### config.mk
export PLATFORM = sky130hd
export DESIGN_NAME = numbat_ctrl_top
export DESIGN_NICKNAME = d
export VERILOG_FILES = /design/src/verilog/numbat_ctrl_pkg.sv /design/src/verilog/board_setup_regs.sv /design/src/verilog/ctrl_readback.sv /design/src/verilog/numbat_ctrl_top.sv /design/src/verilog/trans_port.sv
export VERILOG_INCLUDE_DIRS = /design/src /design/src/include
export SDC_FILE = /design/constraint.sdc
export NUM_CORES = 1
export LEC_CHECK = 0
export BUFFER_PORTS_ARGS = -buffer_cell sky130_fd_sc_hd__buf_2
export CAP_MARGIN = 0
export CORE_AREA = 2 2 420 422
export CTS_CLUSTER_DIAMETER = 30
export DETAILED_ROUTE_END_ITERATION = 16
export DIE_AREA = 0 0 422 424
export PLACE_DENSITY_LB_ADDON = 0.05
export SLEW_MARGIN = 20
export SYNTH_ARGS = -nofsm -noshare
export SYNTH_HDL_FRONTEND = slang
export SYNTH_HIERARCHICAL = 1
export SYNTH_SLANG_ARGS = --single-unit
### constraint.sdc
create_clock -name clk -period 3.9 [get_ports clk]
set_clock_uncertainty 0.1 [all_clocks]
set_input_delay 0.39 -clock clk [delete_from_list [all_inputs] [get_ports clk]]
set_output_delay 0.39 -clock clk [all_outputs]
set_load 0.005 [all_outputs]
### src/include/numbat_defines.svh
/* widths and register map of the chess accelerator control block,
   included by every file that decodes a control address */
`ifndef NUMBAT_DEFINES_SVH
`define NUMBAT_DEFINES_SVH

`define BOARD_WIDTH 256
`define CTRL_ADDR_WIDTH 18
`define CTRL_REG_WIDTH 14 // address without its low 4 bits
`define CTRL_DATA_WIDTH 128
`define CTRL_BE_WIDTH 16
`define MOVE_INDEX_WIDTH 8
`define HALF_MOVE_WIDTH 7
`define EVAL_WIDTH 24
`define TRANS_DEPTH_WIDTH 8
`define TRANS_NODES_WIDTH 28
`define TRANS_HASH_WIDTH 80

`define REG_CTRL 14'd0
`define REG_MOVE_INDEX 14'd1
`define REG_POSITION 14'd2
`define REG_HALF_MOVE 14'd3
`define REG_QUIESCENCE 14'd4
`define REG_BOARD_LO 14'd8
`define REG_BOARD_HI 14'd9
`define REG_MG_STATUS 14'd132
`define REG_MOVE_COUNT 14'd135
`define REG_ROOT_EVAL 14'd136

`define TRANS_OFS_STATUS 0
`define TRANS_OFS_IDLE 1
`define TRANS_OFS_ENTRY 8
`define TRANS_OFS_CMD 9
`define TRANS_OFS_HASH_LO 10
`define TRANS_OFS_HASH_MID 11
`define TRANS_OFS_HASH_HI 12

`define TRANS_BASE_MAIN 512
`define TRANS_BASE_QUIESCE 612

`endif

### src/verilog/numbat_ctrl_pkg.sv
/* bus, status and transposition table types shared by the control block */
`default_nettype none

`include "numbat_defines.svh"

package numbat_ctrl_pkg;

   typedef struct packed {
      logic [`CTRL_ADDR_WIDTH-1:0] addr;
      logic [`CTRL_DATA_WIDTH-1:0] din;
      logic                        en;
      logic [`CTRL_BE_WIDTH-1:0]   we; // byte enables
   } ctrl_bus_t;

   typedef struct packed {
      logic       white_to_move;
      logic [3:0] castle_mask;
      logic [3:0] en_passant_col;
   } position_t;

   typedef struct packed {
      logic                          idle;
      logic                          moves_ready; // all moves generated
      logic                          move_ready;  // indexed move valid
      logic [`MOVE_INDEX_WIDTH-1:0]  move_count;
      logic                          check;
      logic                          capture;
      logic signed [`EVAL_WIDTH-1:0] eval; // of the indexed move
   } mg_status_t;

   typedef struct packed {
      logic                          mate;
      logic                          stalemate;
      logic                          thrice_rep;
      logic                          fifty_move;
      logic                          insufficient_material;
      logic                          board_check;
      logic signed [`EVAL_WIDTH-1:0] eval;
   } root_status_t;

   // store view of the 64-bit entry word
   typedef struct packed {
      logic                          capture;
      logic [1:0]                    flag;
      logic                          unused;
      logic [`TRANS_NODES_WIDTH-1:0] nodes;
      logic [`TRANS_DEPTH_WIDTH-1:0] depth;
      logic signed [`EVAL_WIDTH-1:0] eval;
   } trans_entry_t;

   // lookup view of the same word
   typedef struct packed {
      logic                          collision;
      logic [1:0]                    flag;
      logic                          entry_valid;
      logic [`TRANS_NODES_WIDTH-1:0] nodes;
      logic [`TRANS_DEPTH_WIDTH-1:0] depth;
      logic signed [`EVAL_WIDTH-1:0] eval;
   } trans_status_t;

   typedef union packed {
      trans_entry_t  entry;
      trans_status_t status;
   } trans_word_u;

   typedef struct packed {
      logic clear;
      logic hash_only;
      logic store;
      logic lookup;
   } trans_cmd_t;

   typedef struct packed {
      trans_entry_t entry;
      trans_cmd_t   cmd;
   } trans_req_t;

   typedef struct packed {
      trans_status_t                status;
      logic                         capture;
      logic                         idle;
      logic [`TRANS_HASH_WIDTH-1:0] hash;
   } trans_rsp_t;

endpackage

`default_nettype wire

### src/verilog/board_setup_regs.sv
/* board setup registers written by the host before a search, plus the
   move generator and root node status readback */
`timescale 1ns/100ps
`default_nettype none

`include "numbat_defines.svh"

module board_setup_regs (
   input  logic                                clk,
   input  logic                                arst_n,
   input  numbat_ctrl_pkg::ctrl_bus_t          bus,
   output logic [`BOARD_WIDTH-1:0]             board,
   output numbat_ctrl_pkg::position_t          position,
   output logic                                new_board_valid,
   output logic                                clear_moves,
   output logic                                soft_reset,
   output logic                                quiescence_moves,
   output logic [`MOVE_INDEX_WIDTH-1:0]        move_index,
   output logic [`HALF_MOVE_WIDTH-1:0]         half_move,
   input  numbat_ctrl_pkg::mg_status_t         mg_status,
   input  numbat_ctrl_pkg::root_status_t       root_status,
   output logic [`CTRL_DATA_WIDTH-1:0]         rd_data,
   output logic                                rd_hit
);
   import numbat_ctrl_pkg::*;

   localparam int HALF_WIDTH = `BOARD_WIDTH / 2;

   logic [`CTRL_REG_WIDTH-1:0] reg_idx;
   logic                       wr;
   logic                       ctrl_wr;

   assign reg_idx = bus.addr[`CTRL_ADDR_WIDTH-1:4];
   assign wr = bus.en && (|bus.we);
   assign ctrl_wr = wr && (reg_idx == `REG_CTRL);

   always_ff @(posedge clk or negedge arst_n)
   begin
      if (!arst_n)
      begin
         board <= '0;
         position <= '0;
         new_board_valid <= 1'b0;
         clear_moves <= 1'b0;
         soft_reset <= 1'b0;
         quiescence_moves <= 1'b0;
         move_index <= '0;
         half_move <= '0;
      end
      else if (wr)
      begin
         case (reg_idx)
            `REG_CTRL:
            begin
               new_board_valid <= bus.din[0];
               clear_moves <= bus.din[1];
               soft_reset <= bus.din[31];
            end
            `REG_MOVE_INDEX: move_index <= bus.din[`MOVE_INDEX_WIDTH-1:0];
            `REG_POSITION: position <= position_t'(bus.din[$bits(position_t)-1:0]);
            `REG_HALF_MOVE: half_move <= bus.din[`HALF_MOVE_WIDTH-1:0];
            `REG_QUIESCENCE: quiescence_moves <= bus.din[0];
            `REG_BOARD_LO:
               for (int i = 0; i < `CTRL_BE_WIDTH; i++)
                  if (bus.we[i])
                     board[i*8 +: 8] <= bus.din[i*8 +: 8];
            `REG_BOARD_HI:
               for (int i = 0; i < `CTRL_BE_WIDTH; i++)
                  if (bus.we[i])
                     board[HALF_WIDTH + i*8 +: 8] <= bus.din[i*8 +: 8];
            default: ;
         endcase
      end
   end

   always_comb
   begin
      rd_data = '0;
      rd_hit = 1'b1;
      case (reg_idx)
         `REG_CTRL:
         begin
            rd_data[0] = new_board_valid;
            rd_data[1] = clear_moves;
            rd_data[2] = mg_status.moves_ready;
            rd_data[3] = mg_status.move_ready;
            rd_data[4] = root_status.stalemate;
            rd_data[5] = root_status.mate;
            rd_data[6] = root_status.thrice_rep;
            rd_data[7] = mg_status.idle;
            rd_data[8] = root_status.fifty_move;
            rd_data[9] = root_status.insufficient_material;
            rd_data[10] = root_status.board_check;
            rd_data[31] = soft_reset;
         end
         `REG_MOVE_INDEX: rd_data[`MOVE_INDEX_WIDTH-1:0] = move_index;
         `REG_POSITION: rd_data[$bits(position_t)-1:0] = position;
         `REG_HALF_MOVE: rd_data[`HALF_MOVE_WIDTH-1:0] = half_move;
         `REG_QUIESCENCE: rd_data[0] = quiescence_moves;
         // capture in bit 0, check in 1, move eval above
         `REG_MG_STATUS: rd_data[`EVAL_WIDTH+1:0] = {mg_status.eval, mg_status.check,
                                                     mg_status.capture};
         `REG_MOVE_COUNT: rd_data[`MOVE_INDEX_WIDTH-1:0] = mg_status.move_count;
         `REG_ROOT_EVAL: rd_data[`EVAL_WIDTH-1:0] = root_status.eval;
         default: rd_hit = 1'b0; // board halves are write only
      endcase
   end

   a_soft_reset_by_write: assert property (@(posedge clk) disable iff (!arst_n)
      $changed(soft_reset) |-> $past(ctrl_wr));

endmodule

`default_nettype wire

### src/verilog/ctrl_readback.sv
/* registers the read word of whichever register block decodes the address,
   zero when no block claims it */
`timescale 1ns/100ps
`default_nettype none

`include "numbat_defines.svh"

module ctrl_readback (
   input  logic                        clk,
   input  logic                        arst_n,
   input  logic [`CTRL_DATA_WIDTH-1:0] board_rd_data,
   input  logic [`CTRL_DATA_WIDTH-1:0] trans_rd_data,
   input  logic [`CTRL_DATA_WIDTH-1:0] q_trans_rd_data,
   input  logic                        board_rd_hit,
   input  logic                        trans_rd_hit,
   input  logic                        q_trans_rd_hit,
   output logic [`CTRL_DATA_WIDTH-1:0] dout
);

   logic [`CTRL_DATA_WIDTH-1:0] rd_sel;

   // and-or select, hits are one hot
   assign rd_sel = ({`CTRL_DATA_WIDTH{board_rd_hit}} & board_rd_data)
                 | ({`CTRL_DATA_WIDTH{trans_rd_hit}} & trans_rd_data)
                 | ({`CTRL_DATA_WIDTH{q_trans_rd_hit}} & q_trans_rd_data);

   always_ff @(posedge clk or negedge arst_n)
   begin
      if (!arst_n)
         dout <= '0;
      else
         dout <= rd_sel; // one cycle read latency
   end

   a_one_hit: assert property (@(posedge clk) disable iff (!arst_n)
      $onehot0({board_rd_hit, trans_rd_hit, q_trans_rd_hit}));

endmodule

`default_nettype wire

### src/verilog/numbat_ctrl_top.sv
/* control register block of the search accelerator; the host bus enters here,
   board setup goes to the move generator and both table ports to their tables */
`timescale 1ns/100ps
`default_nettype none

`include "numbat_defines.svh"

module numbat_ctrl_top (
   input  logic                          clk,
   input  logic                          arst_n,
   input  numbat_ctrl_pkg::ctrl_bus_t    bus,
   output logic [`CTRL_DATA_WIDTH-1:0]   dout,
   output logic [`BOARD_WIDTH-1:0]       board,
   output numbat_ctrl_pkg::position_t    position,
   output logic                          new_board_valid,
   output logic                          clear_moves,
   output logic                          soft_reset,
   output logic                          quiescence_moves,
   output logic [`MOVE_INDEX_WIDTH-1:0]  move_index,
   output logic [`HALF_MOVE_WIDTH-1:0]   half_move,
   input  numbat_ctrl_pkg::mg_status_t   mg_status,
   input  numbat_ctrl_pkg::root_status_t root_status,
   output numbat_ctrl_pkg::trans_req_t   trans_req,
   output numbat_ctrl_pkg::trans_req_t   q_trans_req,
   input  numbat_ctrl_pkg::trans_rsp_t   trans_rsp,
   input  numbat_ctrl_pkg::trans_rsp_t   q_trans_rsp
);

   logic [`CTRL_DATA_WIDTH-1:0] board_rd_data;
   logic [`CTRL_DATA_WIDTH-1:0] trans_rd_data;
   logic [`CTRL_DATA_WIDTH-1:0] q_trans_rd_data;
   logic                        board_rd_hit;
   logic                        trans_rd_hit;
   logic                        q_trans_rd_hit;

   board_setup_regs u_board_setup_regs (
      .clk              (clk),
      .arst_n           (arst_n),
      .bus              (bus),
      .board            (board),
      .position         (position),
      .new_board_valid  (new_board_valid),
      .clear_moves      (clear_moves),
      .soft_reset       (soft_reset),
      .quiescence_moves (quiescence_moves),
      .move_index       (move_index),
      .half_move        (half_move),
      .mg_status        (mg_status),
      .root_status      (root_status),
      .rd_data          (board_rd_data),
      .rd_hit           (board_rd_hit)
   );

   trans_port #(.REG_BASE(`TRANS_BASE_MAIN)) u_trans_port (
      .clk     (clk),
      .arst_n  (arst_n),
      .bus     (bus),
      .req     (trans_req),
      .rsp     (trans_rsp),
      .rd_data (trans_rd_data),
      .rd_hit  (trans_rd_hit)
   );

   trans_port #(.REG_BASE(`TRANS_BASE_QUIESCE)) u_q_trans_port (
      .clk     (clk),
      .arst_n  (arst_n),
      .bus     (bus),
      .req     (q_trans_req),
      .rsp     (q_trans_rsp),
      .rd_data (q_trans_rd_data),
      .rd_hit  (q_trans_rd_hit)
   );

   ctrl_readback u_ctrl_readback (
      .clk             (clk),
      .arst_n          (arst_n),
      .board_rd_data   (board_rd_data),
      .trans_rd_data   (trans_rd_data),
      .q_trans_rd_data (q_trans_rd_data),
      .board_rd_hit    (board_rd_hit),
      .trans_rd_hit    (trans_rd_hit),
      .q_trans_rd_hit  (q_trans_rd_hit),
      .dout            (dout)
   );

endmodule

`default_nettype wire

### src/verilog/trans_port.sv
/* host port of one transposition table: entry word, one-cycle commands and
   status readback at REG_BASE */
`timescale 1ns/100ps
`default_nettype none

`include "numbat_defines.svh"

module trans_port #(
   parameter int REG_BASE = `TRANS_BASE_MAIN
) (
   input  logic                        clk,
   input  logic                        arst_n,
   input  numbat_ctrl_pkg::ctrl_bus_t  bus,
   output numbat_ctrl_pkg::trans_req_t req,
   input  numbat_ctrl_pkg::trans_rsp_t rsp,
   output logic [`CTRL_DATA_WIDTH-1:0] rd_data,
   output logic                        rd_hit
);
   import numbat_ctrl_pkg::*;

   localparam logic [`CTRL_REG_WIDTH-1:0] IDX_STATUS =
      `CTRL_REG_WIDTH'(REG_BASE + `TRANS_OFS_STATUS);
   localparam logic [`CTRL_REG_WIDTH-1:0] IDX_IDLE =
      `CTRL_REG_WIDTH'(REG_BASE + `TRANS_OFS_IDLE);
   localparam logic [`CTRL_REG_WIDTH-1:0] IDX_ENTRY =
      `CTRL_REG_WIDTH'(REG_BASE + `TRANS_OFS_ENTRY);
   localparam logic [`CTRL_REG_WIDTH-1:0] IDX_CMD =
      `CTRL_REG_WIDTH'(REG_BASE + `TRANS_OFS_CMD);
   localparam logic [`CTRL_REG_WIDTH-1:0] IDX_HASH_LO =
      `CTRL_REG_WIDTH'(REG_BASE + `TRANS_OFS_HASH_LO);
   localparam logic [`CTRL_REG_WIDTH-1:0] IDX_HASH_MID =
      `CTRL_REG_WIDTH'(REG_BASE + `TRANS_OFS_HASH_MID);
   localparam logic [`CTRL_REG_WIDTH-1:0] IDX_HASH_HI =
      `CTRL_REG_WIDTH'(REG_BASE + `TRANS_OFS_HASH_HI);

   logic [`CTRL_REG_WIDTH-1:0] reg_idx;
   logic                       wr;
   logic                       entry_wr;
   logic                       cmd_wr;
   trans_word_u                wr_word;
   trans_word_u                rd_word;
   logic [3:0]                 cmd_bits;

   assign reg_idx = bus.addr[`CTRL_ADDR_WIDTH-1:4];
   assign wr = bus.en && (|bus.we);
   assign entry_wr = wr && (reg_idx == IDX_ENTRY);
   assign cmd_wr = wr && (reg_idx == IDX_CMD);
   assign wr_word = bus.din[$bits(trans_word_u)-1:0];
   assign cmd_bits = req.cmd;

   always_comb
   begin
      rd_word.status = rsp.status;
   end

   always_ff @(posedge clk or negedge arst_n)
   begin
      if (!arst_n)
         req <= '0;
      else
      begin
         req.cmd <= '0; // commands last one cycle
         if (entry_wr)
            req.entry <= wr_word.entry;
         if (cmd_wr)
            req.cmd <= trans_cmd_t'(bus.din[3:0]);
      end
   end

   always_comb
   begin
      rd_data = '0;
      rd_hit = 1'b1;
      case (reg_idx)
         IDX_STATUS: rd_data[$bits(trans_word_u)-1:0] = rd_word;
         IDX_IDLE: rd_data[1:0] = {rsp.capture, rsp.idle};
         IDX_HASH_LO: rd_data[31:0] = rsp.hash[31:0];
         IDX_HASH_MID: rd_data[31:0] = rsp.hash[63:32];
         IDX_HASH_HI: rd_data[`TRANS_HASH_WIDTH-65:0] = rsp.hash[`TRANS_HASH_WIDTH-1:64];
         default: rd_hit = 1'b0; // entry and command are write only
      endcase
   end

   a_cmd_single_cycle: assert property (@(posedge clk) disable iff (!arst_n)
      (|(cmd_bits & $past(cmd_bits))) |-> $past(cmd_wr));

endmodule

`default_nettype wire
==> flow_metrics.env <==
export IMPL_status="completed"
export IMPL_row_count=154
export IMPL_multiInputGateArea_sq_um=11200
export IMPL_post_cts_setup_buffers=0
export IMPL_p_leak_nw=24.2
export IMPL_nets=4028
export IMPL_async_reset_ff_share_pct=100
export IMPL_cts_resized=0
export IMPL_hold_buffers=308
export IMPL_clk_root_buffer_cell="clkbuf_16"
export IMPL_clock_latency_ps=810
export IMPL_synthDistinctLibCells=61
export IMPL_grt_pass1_wl_microns=194000
export IMPL_tightest_slew_ps=862
export IMPL_cts_buffers=191
export IMPL_p_int_mw=17.1
export IMPL_drive_above_1_share_pct=52.3
export IMPL_cap_violations=0
export IMPL_die_w_microns=422
export IMPL_synth_ff_type="dfrtp_1"
export IMPL_criticalPathCategory="input port to flop"
export IMPL_pwr_share_seq_pct=25.9
export IMPL_mappedNetlistArea_sq_um=27000
export IMPL_via_per_inst=3.73
export IMPL_totalPowerFinal_mw=22.1
export IMPL_postRouteAntennaNets=0
export IMPL_fin_crit_ps=3630
export IMPL_first_global_vias=24300
export IMPL_post_synth_top_area_fraction_pct=50.7
export IMPL_ys_ff_latch=548
export IMPL_syn_inst=1988
export IMPL_p_comb_share_pct=4.2
export IMPL_synth_most_common_cell="dfrtp_1"
export IMPL_period_share_pct=93.1
export IMPL_ir_worst_vdd_v=0.000368
export IMPL_grt_start_max_net_pins=107
export IMPL_power_switching_mw=4.98
export IMPL_power_density_nw_per_um2=501
export IMPL_drt_iter0_drc=1312
export IMPL_dieArea_sq_um=179000
export IMPL_syn_mean_instance_area_sq_um=13.6
export IMPL_max_freq_ghz=0.276
export IMPL_fill_cells=18800
export IMPL_yosysSeqAreaShare_pct=50.7
export IMPL_critPathArrivalTime_ps=4280
export IMPL_crit_fanout=38
export IMPL_post_place_ws_ps=671
export IMPL_antenna_found_initial=51
export IMPL_clk_pin_slew_ps=40
export IMPL_wl_per_cell_microns=23.7
export IMPL_grt_overflow_total=0
export IMPL_synth_top_cells_by_count="dfrtp_1 (548), buf_4 (231), mux2_2 (223)"
export IMPL_seq_area_sq_um=13700
export IMPL_dp_hpwl_microns=112000
export IMPL_swShare_pct=22.5
export IMPL_setup_tns_ps=0
export IMPL_cts_tree="built"
export IMPL_synthTopCellsByArea="dfrtp_1 (51%), mux2_4 (11%), mux2_2 (9.3%), buf_4 (6.4%), a222oi_1 (4.7%)"
export IMPL_finish_utilization_pct=25.2
export IMPL_die_y_microns=424
export IMPL_globalplace_congestion=0.843
export IMPL_vias=22400
export IMPL_p_clk_share_pct=69.9
export IMPL_rsz0062_at_grt="no"
export IMPL_hold_class="input port to flop"
export IMPL_fin_ws_ps=271
export IMPL_synth_edff_count=0
export IMPL_track_usage_pct=15.5
export IMPL_yosys_area_top_type="dfrtp_1"
export IMPL_hold_viol=0
export IMPL_core_sq_um=175000
export IMPL_max_clock_path_buffers=3
export IMPL_drtPass1Iterations=6
export IMPL_worst_setup_path_start_kind="input port"
export IMPL_ioPinCount=1072
export IMPL_report_final_slew_viol_count=0
export IMPL_area_growth_pct=63.2
export IMPL_routed_wirelength_microns=143000
export IMPL_portBuffers=1067
export IMPL_cp_required_ps=4550
export IMPL_start_util_pct=15.5
export IMPL_cts_sinks=548
export IMPL_ys_warnings_count=6
export IMPL_worst_setup_path_end_kind="flop"
export IMPL_setup_viol=0
export IMPL_drcViolationCount=0
export IMPL_relSlewSlack_pct=42.3
export IMPL_cts_htree_levels=4
[layout make-up]
cell class / instances / share of cell area, %
sequential: 548 / 31.1
multi-input combinational: 1201 / 25.4
timing repair buffer: 1433 / 20.5
clock buffer: 287 / 13.0
tap: 2340 / 6.64
clock inverter: 63 / 2.21
inverter: 129 / 1.10
antenna: 14 / 0.0794
[registers in the layout, indices dropped and copies added, names as in the netlist]
register and count:
u_board_setup_regs/position 9, u_board_setup_regs/clear_moves 1, u_q_trans_port/req 68, u_board_setup_regs/new_board_valid 1, u_board_setup_regs/half_move 7, u_board_setup_regs/quiescence_moves 1
u_board_setup_regs/board 256, u_ctrl_readback/dout 128, u_board_setup_regs/soft_reset 1, u_trans_port/req 68, u_board_setup_regs/move_index 8
[path summary, 6_finish.rpt]
path | startpoint | to | slack (ps) | cells after the start
worst min register to register | u_board_setup_regs/board[126] | u_board_setup_regs/board[126] | 390 | 1
worst max-delay path | bus[161] | u_ctrl_readback/dout[4] | 270 | 11
min in group asynchronous | arst_n | u_board_setup_regs/board[113] | 70 | 2
worst min-delay path | trans_rsp[83] | u_ctrl_readback/dout[1] | 50 | 4
worst max register to register | u_board_setup_regs/half_move[2] | u_ctrl_readback/dout[2] | 1300 | 6
max in group asynchronous | arst_n | u_ctrl_readback/dout[109] | 2440 | 4
[layer usage]
metal  global-route usage [%]  vias up  wire length [microns]
li1                         -     9971                      -
met5                        0        -                    188
met3                     5.16      267                  10500
met1                     17.0    11300                  53500
met4                     6.94       30                   5760
met2                     27.0      871                  72600
[metrics by stage]
stage / hold slack (ps) / cells / area [sq um]
6_report: 48.9 / 6015 / 44100
5_1_grt: 56.6 / 6009 / 44100
4_1_cts: 4.16 / 6001 / 44100
3_5_place_dp: 387 / 5343 / 34300
3_3_place_gp: 372 / 5343 / 34300
2_1_floorplan: -5.59 / 2214 / 27900
[cells by family (layout without fill, tap and decap cells)]
family / count (synthesis) / after routing / synth area share, %
DFF: 548 / 548 / 50.7
muxes: 488 / 488 / 22.9
buffers and inverters: 465 / 1912 / 11.3
AOI/OAI and AO/OA: 245 / 245 / 8.47
and+or+nand+nor: 238 / 238 / 6.50
other: 3 / 243 / 0.0417
xor gates and xnor gates: 1 / 1 / 0.0324
[power by group through the flow]
stage          Combinational, mW  Sequential [mW]  Clock (mW)
2_1_floorplan              0.332             5.80           0
3_3_place_gp               0.771             5.80           0
3_5_place_dp               0.782             5.80           0
4_1_cts                    0.967             5.72        15.9
5_1_grt                     1.04             5.72        16.2
6_report                   0.939             5.72        15.5
[worst max-delay path, cell delays in order]
cell and delay [ps]:
dlygate4sd3_1 570, buf_2 160, nor4_4 220, nand4_1 370
nor2_4 650, buf_12 320, a221o_1 210, dlygate4sd3_1 600
a222oi_1 70, dlygate4sd3_1 620, inv_1 50
[placed cells by master (no fill, tap or decap), drive strengths merged, types with 4 or more instances in the layout]
master	count
a221o	30
diode	14
conb	229
dfrtp	548
nor4	20
dlygate4sd3	308
and2	75
nand2	13
a22o	21
and4	4
nand4	8
a222oi	128
mux2i	67
inv	132
o21ai	8
clkinv	44
nand2b	4
o2bb2ai	34
clkbuf	287
a22oi	8
nor2b	4
mux4	6
nand3	40
mux2	415
buf	1125
bufinv	15
nor2	41
No activity file was read; power rests on OpenSTA's default activity.
